**src/verilog/twdl_data_fifo.sv**
```systemverilog
`timescale 1ns/1ps
`default_nettype none

module twdl_data_fifo #(
	parameter int width = 36,
	parameter int depth = 32
) (
	input  wire              clk,
	input  wire              rst_n,
	input  wire              sclr,
	input  wire              wrreq,
	input  wire              rdreq,
	input  wire  [width-1:0] data,
	output logic [width-1:0] q
);

	// depth is a power of two, pointers carry one wrap bit
	localparam int w_ptr = $clog2(depth);

	logic [width-1:0] mem [depth];
	logic [w_ptr:0] wr_ptr;
	logic [w_ptr:0] rd_ptr;
	logic empty;
	logic full;
	logic do_wr;
	logic do_rd;
	logic pass;

	assign empty = (wr_ptr == rd_ptr);
	assign full = (wr_ptr[w_ptr] != rd_ptr[w_ptr]) &&
		(wr_ptr[w_ptr-1:0] == rd_ptr[w_ptr-1:0]);
	assign do_wr = wrreq & ~full;
	// a read of an empty FIFO takes the word written in the same cycle
	assign pass = empty & do_wr & rdreq;
	assign do_rd = rdreq & (~empty | do_wr);

	always_ff @(posedge clk) begin
		if (do_wr)
			mem[wr_ptr[w_ptr-1:0]] <= data;
	end

	always_ff @(posedge clk) begin
		if (!rst_n || sclr) begin
			wr_ptr <= '0;
			rd_ptr <= '0;
		end else begin
			if (do_wr)
				wr_ptr <= wr_ptr + 1'b1;
			if (do_rd)
				rd_ptr <= rd_ptr + 1'b1;
		end
	end

	always_ff @(posedge clk) begin
		if (!rst_n)
			q <= '0;
		else if (do_rd)
			q <= pass ? data : mem[rd_ptr[w_ptr-1:0]];
	end

endmodule

`default_nettype wire

```
**config.mk**
```make
export PLATFORM = sky130hd
export DESIGN_NAME = twdl_data_fifo
export DESIGN_NICKNAME = d
export VERILOG_FILES = /design/src/verilog/twdl_data_fifo.sv
export SDC_FILE = /design/constraint.sdc
export NUM_CORES = 1
export LEC_CHECK = 0
export ABC_AREA = 1
export BUFFER_PORTS_ARGS = -buffer_cell sky130_fd_sc_hd__buf_4
export CORE_AREA = 4 4 382 384
export CTS_BUF_LIST = sky130_fd_sc_hd__clkbuf_4
export DETAILED_ROUTE_END_ITERATION = 16
export DIE_AREA = 0 0 386 388
export GPL_ROUTABILITY_DRIVEN = 0
export MAX_ROUTING_LAYER = met4
export PLACE_DENSITY_LB_ADDON = 0.12
export SLEW_MARGIN = 20
export SYNTH_ARGS = -nofsm -noshare
export SYNTH_HDL_FRONTEND = slang
export SYNTH_SLANG_ARGS = --single-unit
export TNS_END_PERCENT = 1
```
**constraint.sdc**
```tcl
create_clock -name clk -period 4.5 [get_ports clk]
set_clock_uncertainty 0.15 [all_clocks]
set_input_delay 0.45 -clock clk [delete_from_list [all_inputs] [get_ports clk]]
set_output_delay 0.45 -clock clk [all_outputs]
set_load 0.1 [all_outputs]
```
Word level (Yosys, flattened, before mapping)

Memory sizes are Yosys's and may differ from the RTL's. A register that Yosys moved wholly into a read port is not among the register bits.
Cells that the tools add are included.

Reduce and logical (&&, ||, !) cells: 4
$add $sub $neg: 2
Bitwise gates (word level): 5
Multiplexer cells: 2
Eq/ne operators: 3

Operator list:

| kind                  | number |
|---|---|
| $add A6 B1 Y6 const B | 2 |
| $eq A6 B6 Y1          | 1 |
| $eq A5 B5 Y1          | 1 |
| $and A1 B1 Y1         | 2 |
| $logic_not A1 Y1      | 2 |
| $mux W1               | 2 |
| $not A1 Y1            | 2 |
| $logic_and A1 B1 Y1   | 1 |
| $logic_or A1 B1 Y1    | 1 |
| $ne A1 B1 Y1          | 1 |
| $or A1 B1 Y1          | 1 |

Word-level logic and storage cells: 19
Bits in registers: 12
Input port bits: 41
Output and inout port bits: 36
Memory bits (writable): 1152
Memories: 1

Memory list:

| name | depth | bits a word | rd ports | clocked after Yosys merged registers in | wr ports | line | source |
|---|---|---|---|---|---|---|---|
| mem  | 32    | 36          | 1        | 1                                       | 1        | 20   | `logic [width-1:0] mem [depth];` |

Logic depth before layout (Yosys ltp)

Word-level depth: 6
Depth in mapped cells: 14
Gate-level depth less buffers: 11

Least setup slack after synthesis

Ideal clock, no wire load.

Path type: reg-to-reg
From: register rd_ptr[0]
To: memory mem[31][0], enable pin
Setup slack: 393 ps
Arrival time: 3483 ps
Library setup time: 474 ps
Stages on the path, launching flop included: 10
Data required time: 3876 ps
Path through: dfxtp_1 -> inv_2 -> buf_2 -> nand2_1 -> a21oi_2 -> nand2_1 -> nor2_1 -> nand2_1 -> nand2_1 -> nor3_1

Word-level cells in the longest chain between the ends: 6

Ends and longest elaborated chain:

| what                          | line | source |
|---|---|---|
| start: declaration            | 22   | `logic [w_ptr:0] rd_ptr;` |
| start signal: assignment      | 50   | `rd_ptr <= rd_ptr + 1'b1;` |
| $eq A5 B5 Y1                  | 31   | `(wr_ptr[w_ptr-1:0] == rd_ptr[w_ptr-1:0]);` |
| $logic_and A1 B1 Y1           | 30   | `assign full = (wr_ptr[w_ptr] != rd_ptr[w_ptr]) &&` |
| $not A1 Y1                    | 32   | `assign do_wr = wrreq & ~full;` |
| $and A1 B1 Y1                 | 32   |  |
| $mux W1                       | 38   | `if (do_wr)` |
| $mux W1 (implied by the code) | 39   | `mem[wr_ptr[w_ptr-1:0]] <= data;` |
| end: declaration              | 20   |  |

Every way passes these cells.

Worst setup path after layout

From: register rd_ptr[3]
To: memory mem[1][17], enable pin

Same word-level chain as after synthesis.

==> reports/results.ini <==
[worst_setup_path]
timing.critical_path.required_ns = 5.19
critPathMostFrequentCell = nand2_1
critPathLaunchType = flip-flop
cp_num_buf_inv = 2
worst_path_largest_cell_delay_ns = 0.54
setup.worst_path.end_class = flip-flop
cp.arrival_ns = 4.21
crit_path_top_delay_cell = buf_4
timing.critical_path.cells = inv_4 -> nand2_1 -> nand2_1 -> nor2_2 -> nand2_1 -> nor2_1 -> a21oi_2 -> nand2_1 -> nor2_4 -> buf_4
worstPathMaxFanout = 24
worst_path_dominant_cell_family = simple AND/OR/NAND/NOR gates
criticalPathCategory = reg -> reg

[power]
power.density_cell_area_mw_per_mm2 = 413.0
total_leakage_power_nw = 21.90
worst_supply_voltage_drop_on_vdd_v = 0.0002569

[synth]
postSynthAreaPerCell_um2 = 11.20
synth_enable_flop_cells = 1152
synth.distinct_cells = 29
seq_area_frac_synth = 0.7177
yosys_warnings = 0
post_syn_nets = 4468
prevailing_post_synth_register_cell = edfxtp_1
ys_ff_latch = 1200
post_synth_inst_count = 4422
synth_cell_area_mm2 = 0.04954
synthArstFlopShare = 0

[detailed_routing]
route.detailed.drc = 0
wl_per_cell_um = 23.20
dr_total_vias = 34113
drt_iter0_drcs = 2420
drt_pre_antenna_iters = 5
sum_of_routed_wire_length_over_all_layers_um = 161200
viasPerCell = 4.909
antenna_violating_nets_post_route = 0

[min_path]
timing.hold.worst.class = in -> reg

[global_routing]
remaining_global_route_overflow = 0
pin_count_of_the_biggest_net_entering_global_routing = 192
grt_antenna_before_repair = 5
grt_util_all_layers = 0.2205
first_pass_grt_wire_length_um = 234700
first_global_vias = 33716

[clock_network]
cts.root.buffer_cell = clkbuf_4
clkSlewWorstSetupHoldPaths_ns = 0.07
buffer_depth_of_the_longest_clock_path = 4
ctsHtreeMaxLevel = 5
cts_num_sinks = 1200
post_cts_resize_count = 0
clock_latency_ns = 1.25
tritoncts = yes
cts_setup_buffers = 0
cts_made_buffers = 347
ctsHoldBuffers = 120

[outcome]
outcome = complete, no violations

[floorplanning]
number_of_i_o_pins = 77
die_h_um = 388
design.die.area_mm2 = 0.1498
horizontal_die_dimension_um = 386
initial_utilization = 0.3469
rows = 139
design.core.area_mm2 = 0.1428

[sta]
timing_worst_slew_pin_value_ns = 1.152
tns_ns = 0
finalMaxSlewViolations = 0
max_clk_rate_mhz = 283.7
slew_headroom = 0.2292
period_share = 0.7832
period_needed_ns = 3.524
final-hold-violation-count = 0
grt_setup_unrepaired = false
setup_viol_count_final = 0

[cells_and_area]
final_layout_size_suffix_gt1_frac = 0.1611
postLayoutCoreUtil = 0.4077
final_common_cell = edfxtp_1
fin_nets = 4845
commonest_cells_after_routing_fill_and_taps_aside = 1152 x edfxtp_1, 1063 x nand2_1, 550 x clkbuf_4
finalNonFillerCells = 6949
syn2layout_area_growth_pct = 17.51

[placement]
port-buffer-count = 76
placed_cells = 6233
place.detailed.hpwl_um = 84410

[flow_run]
cap_viol_max_count = 0

[final cells by class]
type | count | area (um2)
fill | 13925 | 84570
sequential | 1200 | 35570
multi-input combinational | 2634 | 11720
clock buffer | 550 | 4129
timing repair buffer | 285 | 2955
tap | 1903 | 2381
inverter | 331 | 1265
clock inverter | 40 | 176.4
antenna | 6 | 15.01
[Yosys cell counts, types with 2 or more instances]
cell	count	area share
o211ai_1	93	0.014
buf_2	100	0.010
ha_1	5	0.0013
nand2_2	2	0.00025
a21oi_2	2	0.00035
xor2_1	3	0.00053
buf_6	15	0.0034
a21oi_1	117	0.012
edfxtp_1	1152	0.70
buf_1	40	0.0030
o21ai_1	78	0.0079
nand3_1	462	0.047
nor2_1	580	0.044
o21ai_0	198	0.020
xnor2_1	2	0.00035
nand2_1	1064	0.081
nand4_1	3	0.00038
dfxtp_1	48	0.019
buf_4	17	0.0026
or2_2	19	0.0024
inv_1	325	0.025
clkbuf_1	84	0.0064
nor3_1	3	0.00030
inv_2	5	0.00038
[routing by layer]
metal  global-route usage  wire [um]
met5                    -          0
met4              0.05598       2894
met3              0.03471       7251
met2               0.3460      76780
met1               0.3005      74290
[cell families (layout without fill, tap and decap cells)]
group | after synthesis | count (layout) | share of synthesized area
other cells | 0 | 6 | 0
compound gates | 488 | 488 | 0.05415
simple gates | 2136 | 2136 | 0.1751
buf+inv | 588 | 1206 | 0.05087
xor+xnor | 5 | 5 | 0.0008842
flops | 1200 | 1200 | 0.7177
fa+ha+maj | 5 | 5 | 0.001263
[stage by stage]
| step | power [mW] | instance area, um2 | setup WS, ns | hold slack [ns] |
|---|---|---|---|---|
| global route | 25.11 | 58210 | 0.8434 | 0.04494 |
| floorplan | 13.45 | 49540 | 0.3933 | 0.3264 |
| CTS | 24.41 | 58210 | 0.9446 | 0.004115 |
| global placement | 14.07 | 52500 | 1.042 | 0.3448 |
| detailed placement | 14.07 | 52500 | 1.013 | 0.3473 |
| finish | 24.04 | 58210 | 0.9757 | 0.1837 |
[report_power, final]
part	internal [mW]	leakage, nW	total (mW)	switching, mW
clock	5.53	2.62	10.1	4.56
combinational	0.409	8.51	1.58	1.17
sequential	12.3	10.8	12.4	0.0681
total	18.2	21.9	24.0	5.80
[worst register-to-register path, cell delays in order (launching register included)]
cell	delay (ns)
dfxtp_1	0.39
inv_4	0.30
nand2_1	0.09
nand2_1	0.08
nor2_2	0.06
nand2_1	0.07
nor2_1	0.05
a21oi_2	0.33
nand2_1	0.48
nor2_4	0.54
buf_4	0.55
[state kept, by name, summed over array words and instances (netlist names)]
signal,count
rd_ptr,6
q,36
mem,1152
wr_ptr,6
[worst paths after layout]
path                   from           to  slack (ns)  cells past startpoint
setup / recovery  rd_ptr[3]   mem[1][17]        0.98                     10
hold / removal     data[35]  mem[28][35]        0.18                      2
setup reg to reg  rd_ptr[3]   mem[1][17]        0.98                     10
hold reg to reg       q[32]        q[32]        0.34                      2
Note: power is estimated with default switching activity, not from simulation.
