===== src/verilog/fft_twdl_pkg.sv =====
`default_nettype none

package fft_twdl_pkg;

	// butterfly lanes per beat, up to radix 5
	localparam int n_lanes = 5;

	// twiddle format 2.14
	localparam int w_tw = 16;
	localparam int tw_frac = 14;
	localparam logic signed [w_tw-1:0] tw_one = w_tw'(1 << tw_frac);

	localparam int w_ratio = 12;

	localparam int cordic_iter = 16;
	// 1/1.647 in 2.14
	localparam logic signed [w_tw-1:0] cordic_gain_inv = 16'sd9948;
	// atan(2^-i), full turn is 2^16
	localparam logic [0:cordic_iter-1][15:0] cordic_atan = {
		16'd8192, 16'd4836, 16'd2555, 16'd1297, 16'd651, 16'd326, 16'd163, 16'd81,
		16'd41, 16'd20, 16'd10, 16'd5, 16'd3, 16'd1, 16'd1, 16'd0
	};

	localparam int cordic_lat = cordic_iter + 2;
	localparam int power_lat = 4;
	localparam int twdl_lat = cordic_lat + power_lat + 2;

endpackage

`default_nettype wire


===== src/verilog/twdl_cordic.sv =====
`timescale 1ns/1ps
`default_nettype none

module twdl_cordic import fft_twdl_pkg::*; (
	input  wire                       clk,
	input  wire                       rst_n,
	input  wire        [w_ratio-1:0]  numerator,
	input  wire        [w_ratio-1:0]  denominator,
	output logic signed [w_tw-1:0]    tw_real,
	output logic signed [w_tw-1:0]    tw_imag
);

	// working width with headroom over the 2.14 samples
	localparam int w_z = 18;

	logic [w_ratio:0] rem;
	logic [15:0] quo;

	logic signed [w_z-1:0] x_p [0:cordic_iter];
	logic signed [w_z-1:0] y_p [0:cordic_iter];
	logic signed [w_z-1:0] z_p [0:cordic_iter];
	logic [1:0] quad_p [0:cordic_iter];

	logic signed [w_tw-1:0] c_t;
	logic signed [w_tw-1:0] s_t;

	// restoring division, 16 quotient bits of numerator/denominator
	always_comb begin
		rem = {1'b0, numerator};
		quo = '0;
		for (int i = 15; i >= 0; i--) begin
			rem = rem << 1;
			if (rem >= {1'b0, denominator}) begin
				rem = rem - {1'b0, denominator};
				quo[i] = 1'b1;
			end
		end
	end

	// angle folded into the first quadrant
	always_ff @(posedge clk) begin
		if (!rst_n) begin
			x_p[0] <= '0;
			y_p[0] <= '0;
			z_p[0] <= '0;
			quad_p[0] <= '0;
		end else begin
			x_p[0] <= w_z'(cordic_gain_inv);
			y_p[0] <= '0;
			z_p[0] <= $signed({{(w_z-14){1'b0}}, quo[13:0]});
			quad_p[0] <= quo[15:14];
		end
	end

	for (genvar i = 0; i < cordic_iter; i++) begin : g_stage
		always_ff @(posedge clk) begin
			if (z_p[i][w_z-1]) begin
				x_p[i+1] <= x_p[i] + (y_p[i] >>> i);
				y_p[i+1] <= y_p[i] - (x_p[i] >>> i);
				z_p[i+1] <= z_p[i] + $signed({2'b00, cordic_atan[i]});
			end else begin
				x_p[i+1] <= x_p[i] - (y_p[i] >>> i);
				y_p[i+1] <= y_p[i] + (x_p[i] >>> i);
				z_p[i+1] <= z_p[i] - $signed({2'b00, cordic_atan[i]});
			end
			quad_p[i+1] <= quad_p[i];
		end
	end

	assign c_t = x_p[cordic_iter][w_tw-1:0];
	assign s_t = y_p[cordic_iter][w_tw-1:0];

	// restore quadrant, W = cos - j sin
	always_ff @(posedge clk) begin
		if (!rst_n) begin
			tw_real <= '0;
			tw_imag <= '0;
		end else begin
			case (quad_p[cordic_iter])
				2'd0: begin
					tw_real <= c_t;
					tw_imag <= -s_t;
				end
				2'd1: begin
					tw_real <= -s_t;
					tw_imag <= -c_t;
				end
				2'd2: begin
					tw_real <= -c_t;
					tw_imag <= s_t;
				end
				default: begin
					tw_real <= s_t;
					tw_imag <= c_t;
				end
			endcase
		end
	end

endmodule

`default_nettype wire


===== config.mk =====
export PLATFORM = sky130hd
export DESIGN_NAME = twdl_cordic
export DESIGN_NICKNAME = d
export VERILOG_FILES = /design/src/verilog/fft_twdl_pkg.sv /design/src/verilog/twdl_cordic.sv
export SDC_FILE = /design/constraint.sdc
export NUM_CORES = 2
export LEC_CHECK = 0
export BUFFER_PORTS_ARGS = -buffer_cell sky130_fd_sc_hd__clkbuf_2
export CAP_MARGIN = 20
export CORE_MARGIN = 3
export CORE_UTILIZATION = 50
export DETAILED_ROUTE_END_ITERATION = 8
export PLACE_DENSITY = 0.76
export SYNTH_ARGS = -nofsm -noshare
export SYNTH_HDL_FRONTEND = slang
export SYNTH_SLANG_ARGS = --single-unit

===== constraint.sdc =====
create_clock -name clk -period 119.2 [get_ports clk]
set_input_delay 5.96 -clock clk [delete_from_list [all_inputs] [get_ports clk]]
set_output_delay 5.96 -clock clk [all_outputs]
set_load 0.02 [all_outputs]

======== Yosys cells after proc, flatten, opt, wreduce, memory -nomap -nowiden ========
Memories as Yosys holds them, arrays and structs flattened.
Cells that the tools add are included.
W data, S select, Z words.
word-level totals
  input bits .............................. 26
  memories ................................ 4
  word-level logic and storage cells ...... 322
  output and inout bits ................... 32
  register bits after elaboration ......... 32
  RAM bits ................................ 952
memories
  memory  words  bits a word  rd ports  clocked after memory_dff  write ports  line               source
  x_p     17     18           17        0                         17           twdl_cordic.sv:19  logic signed [w_z-1:0] x_p [0:cordic_iter];
  y_p     17     18           17        0                         17           twdl_cordic.sv:20  logic signed [w_z-1:0] y_p [0:cordic_iter];
  z_p     17     18           16        0                         17           twdl_cordic.sv:21  logic signed [w_z-1:0] z_p [0:cordic_iter];
  quad_p  17     2            17        0                         17           twdl_cordic.sv:22  logic [1:0] quad_p [0:cordic_iter];
cells by class
  reduce and logical (&&, ||, !) cells .... 1
  equality and inequality tests ........... 2
  multiplexer cells ....................... 135
  add/subtract/negate cells ............... 110
  bitwise operators ....................... 52
  order comparisons ....................... 16
operators with widths
  cell                     count
  $mux W18                 51
  $ge A13 B12 Y1           16
  $mux W12                 15
  $sub A12 B12 Y12         15
  $pmux W16 S3             2
  $mux W1                  66
  $or A1 B1 Y1             52
  $add A18 B10 Y18         2
  $add A18 B11 Y18         2
  $add A18 B12 Y18         2
  $add A18 B13 Y18         2
  $add A18 B14 Y18         2
  $add A18 B15 Y18         2
  $add A18 B16 Y18         2
  $add A18 B17 Y18         2
  $add A18 B2 Y18 const B  2
  $add A18 B3 Y18          2
  $add A18 B4 Y18          2
  $add A18 B5 Y18          2
  $add A18 B6 Y18          2
  $add A18 B7 Y18          2
  $add A18 B8 Y18          2
  $add A18 B9 Y18          2
  $sub A18 B10 Y18         2
  other kinds (48)         65

======== Longest topological paths before layout ========
  depth in word-level cells ............... 33
  mapped depth ............................ 233
  depth with buffers taken out ............ 220

======== Worst setup path after synthesis ========
No wires, ideal clock.
  kind .................................... input to register
  start ................................... input port denominator[0]
  end ..................................... memory z_p[0][0]
  data required time ...................... 119.081 ns
  arrival ................................. 47.870 ns
  buffers on the path ..................... 16
  stages .................................. 222
  slack ................................... 71.211 ns
  setup time .............................. 0.119 ns
  path through ............................ buf_2 buf_1 inv_1 clkbuf_1 clkbuf_1 ha_1 and3_1 o31ai_1 a21oi_2 clkbuf_1 mux2_2 ha_1 o21ai_0 a21oi_1 o211ai_1 o21ai_0 o21a_1 nor2_1 [186 not listed] a222oi_1 ha_1 a21boi_0 o21a_1 o21ai_0 nand2b_1 a21oi_1 nor2b_1 o21ai_0 nand2b_1 a21oi_1 nor2b_1 o21ai_0 nand2b_1 a21oi_1 o31ai_1 a31oi_1 o2bb2ai_1
RTL lines
  what                line               source
  start: declaration  twdl_cordic.sv:8   input wire [w_ratio-1:0] denominator,
  end: declaration    twdl_cordic.sv:21

==> flow_summary.yaml <==
outcome:
  outcome: "finished, final reports clean"
cells_and_area:
  areaGrowthSynthToFinish_pct: 9.08
  fin_nets: 7890
  fin_util_pct: 55.1
  drive_above_1_share_pct: 6.47
  n_fill_cell: 10500
worst_setup_path:
  path_max_fanout: 39
  crit_buf_inv: 11
  slowest_delay_ns: 0.76
  crit_top_cell: "o21ai_0"
  cpLargestDelayFamily: "compound AO/OA/AOI/OAI gates"
  cp_data_arrival_time_ns: 54.20
  worst-r2r-cell-count: 22
  worstSetupPathType: "primary input to flip-flop"
  slowest_stage: "a21oi_2"
  critPathLaunchType: "primary input"
  cp_num_cells: 220
  crit_required_ns: 119.74
  end_kind: "flip-flop"
placement:
  portBuffers: 57
  place.gp.congestion: 0.921
  dp_hpwl_mm: 107
  place_ws_ns: 65.81
timing:
  setup-violations-final: 0
  setup_ws_ns: 65.54
  finalCritPeriodShare_pct: 45.0
  maxSlewHeadroom_pct: 31.9
  holdWs_ns: 0.310
  finalMaxSlewViolations: 0
  rsz0062_at_grt: "no"
  tightestPinTransition_ns: 1.02
  fmax_ghz: 0.0186
  fin_crit_ns: 53.66
  tns_ns: 0
  finalHoldViolations: 0
  fin_worst_skew_ns: 0.0225
die:
  die_h_um: 352
  fp-row-count: 126
  core_region_area_um2: 118000
  io_pins: 58
  die_area_um2: 124000
  die_w_um: 352
  start_util_pct: 50.5
route:
  routed_via_density: 5.44
  wl_per_cell_um: 16.0
  wl_met3_mm: 4.50
  dr.pass1.iters: 5
  topRoutingLayerUsed: "met4"
  drc: 0
  vias: 46600
  wl_mm: 137
  wl_met1_mm: 58.6
  antenna_left: 0
  wl_met2_mm: 68.2
  drtIter0Drc: 2346
synth:
  syn_nets: 7800
  ys_async_sr_fraction_pct: 0
  synth_edf_count: 0
  synth.top_cells.by_area: "dfxtp_1, ha_1, xnor2_1"
  yosysWarnings: 0
  synth_area_um2: 59800
  synth-seq-cells: 836
  syn_area_per_cell_um2: 8.78
  yosysSeqAreaShare_pct: 28.0
  synth.largest_area_cell: "dfxtp_1"
  synth.top_cell.area_share_pct: 28.0
  yosysMostFrequentCell: "ha_1"
  synthFlopType: "dfxtp_1"
  synth_cell_type_count: 101
  syn_inst: 6809
  synthTopCellsByCount: "ha_1, dfxtp_1, a21oi_1"
clocking:
  insertion_delay_ns: 0.67
  cts_resized: 0
  cts_buffers: 92
  path_clk_slew_ns: 0.07
  clkSinkCount: 836
  cts_tree: "done"
  ctsHoldBuffers: 0
  ctsHtreeMaxLevel: 3
  post_cts_buffers: 0
  ctsRootBufferMaster: "clkbuf_16"
  clockBufferDepth: 3
grt:
  grt_overflow_total: 0
  grt_start_max_net_pins: 63
  grt_pass1_vias: 46500
  grt_pass1_wl_mm: 226
  grt_antenna_before_repair: 1
  grt_use_total_pct: 22.0
hold_path:
  hold_path_depth: 0
  hold_path.class: "flip-flop to flip-flop"
job:
  drv_cap: 0
-- placed cells by master (no fill, tap or decap), types with 78 or more instances in the layout --
cell       count
ha_1         923
dfxtp_1      835
a21oi_1      770
inv_1        723
xnor2_1      631
nor2_1       471
o21ai_0      375
o21bai_1     302
xor2_1       271
nand2_1      228
a21o_1       148
mux2_2       117
nor3_1        97
clkbuf_16     94
nand2b_1      78
-- cell families after synthesis --
kind of cell | Yosys count | synth area share, %
fa+ha+maj | 965 | 20.7
simple gates | 1210 | 9.69
mux | 203 | 4.07
xor+xnor | 903 | 13.3
compound gates | 1864 | 19.0
flops | 836 | 28.0
buf+inv | 828 | 5.23
-- state kept, by name, indices dropped and copies added (netlist names) --
signal and flops:
x_p 253, tw_imag 16, tw_real 16, z_p 263, quad_p 34, y_p 254
-- final timing paths --
kind,from,slack [ns],end
max,denominator[0],65.54,z_p[0][0]$_SDFF_PN0_
min reg2reg,quad_p[0][0]$_SDFF_PN0_,0.31,quad_p[1][0]$_DFF_P_
min,quad_p[0][0]$_SDFF_PN0_,0.31,quad_p[1][0]$_DFF_P_
max reg2reg,z_p[12][17]$_DFF_P_,114.55,y_p[13][17]$_DFF_P_
-- worst reg2reg max path, stage by stage, from the launching register on --
cell,delay [ns]
dfxtp_1,0.94
mux2i_1,0.40
ha_1,0.29
a21oi_1,0.13
o21ai_0,0.13
and2_1,0.20
o21ai_0,0.15
nand2_1,0.08
and2_1,0.16
o21ai_0,0.16
nand2_1,0.10
and2_1,0.17
o21ai_0,0.16
nand2_1,0.11
a21oi_1,0.15
o21ai_0,0.13
a21oi_1,0.16
o21ai_0,0.13
a21oi_1,0.19
o21bai_1,0.11
a21o_1,0.19
a21oi_1,0.18
xnor2_1,0.17
-- per-layer routing --
metal  vias up  global-route usage [%]
li1      23700                       -
met1     21700                    25.7
met3       316                    2.69
met2       831                    40.5
met4         0                    9.05
met5         -                       0
-- layout make-up --
class / count / area [um2] / share of cell area (%)
Clock buffer: 118 / 2540 / 3.90
Antenna cell: 1 / 2.50 / 0.00384
Timing Repair Buffer: 94 / 563 / 0.863
Inverter: 730 / 2740 / 4.20
Sequential cell: 836 / 16700 / 25.7
Clock inverter: 50 / 704 / 1.08
Tap cell: 1600 / 2000 / 3.07
Multi-Input combinational cell: 5145 / 39900 / 61.2
-- metrics by stage --
step / instance area (um2) / cells
finish: 65200 / 8574
detailed placement: 62000 / 8405
CTS: 65200 / 8573
floorplan: 59800 / 6809
global route: 65200 / 8573
global placement: 62000 / 8405
Power is left out: the tool's default activity adds up to more than one toggle a clock period on the data nets, which glitch-free logic cannot reach.
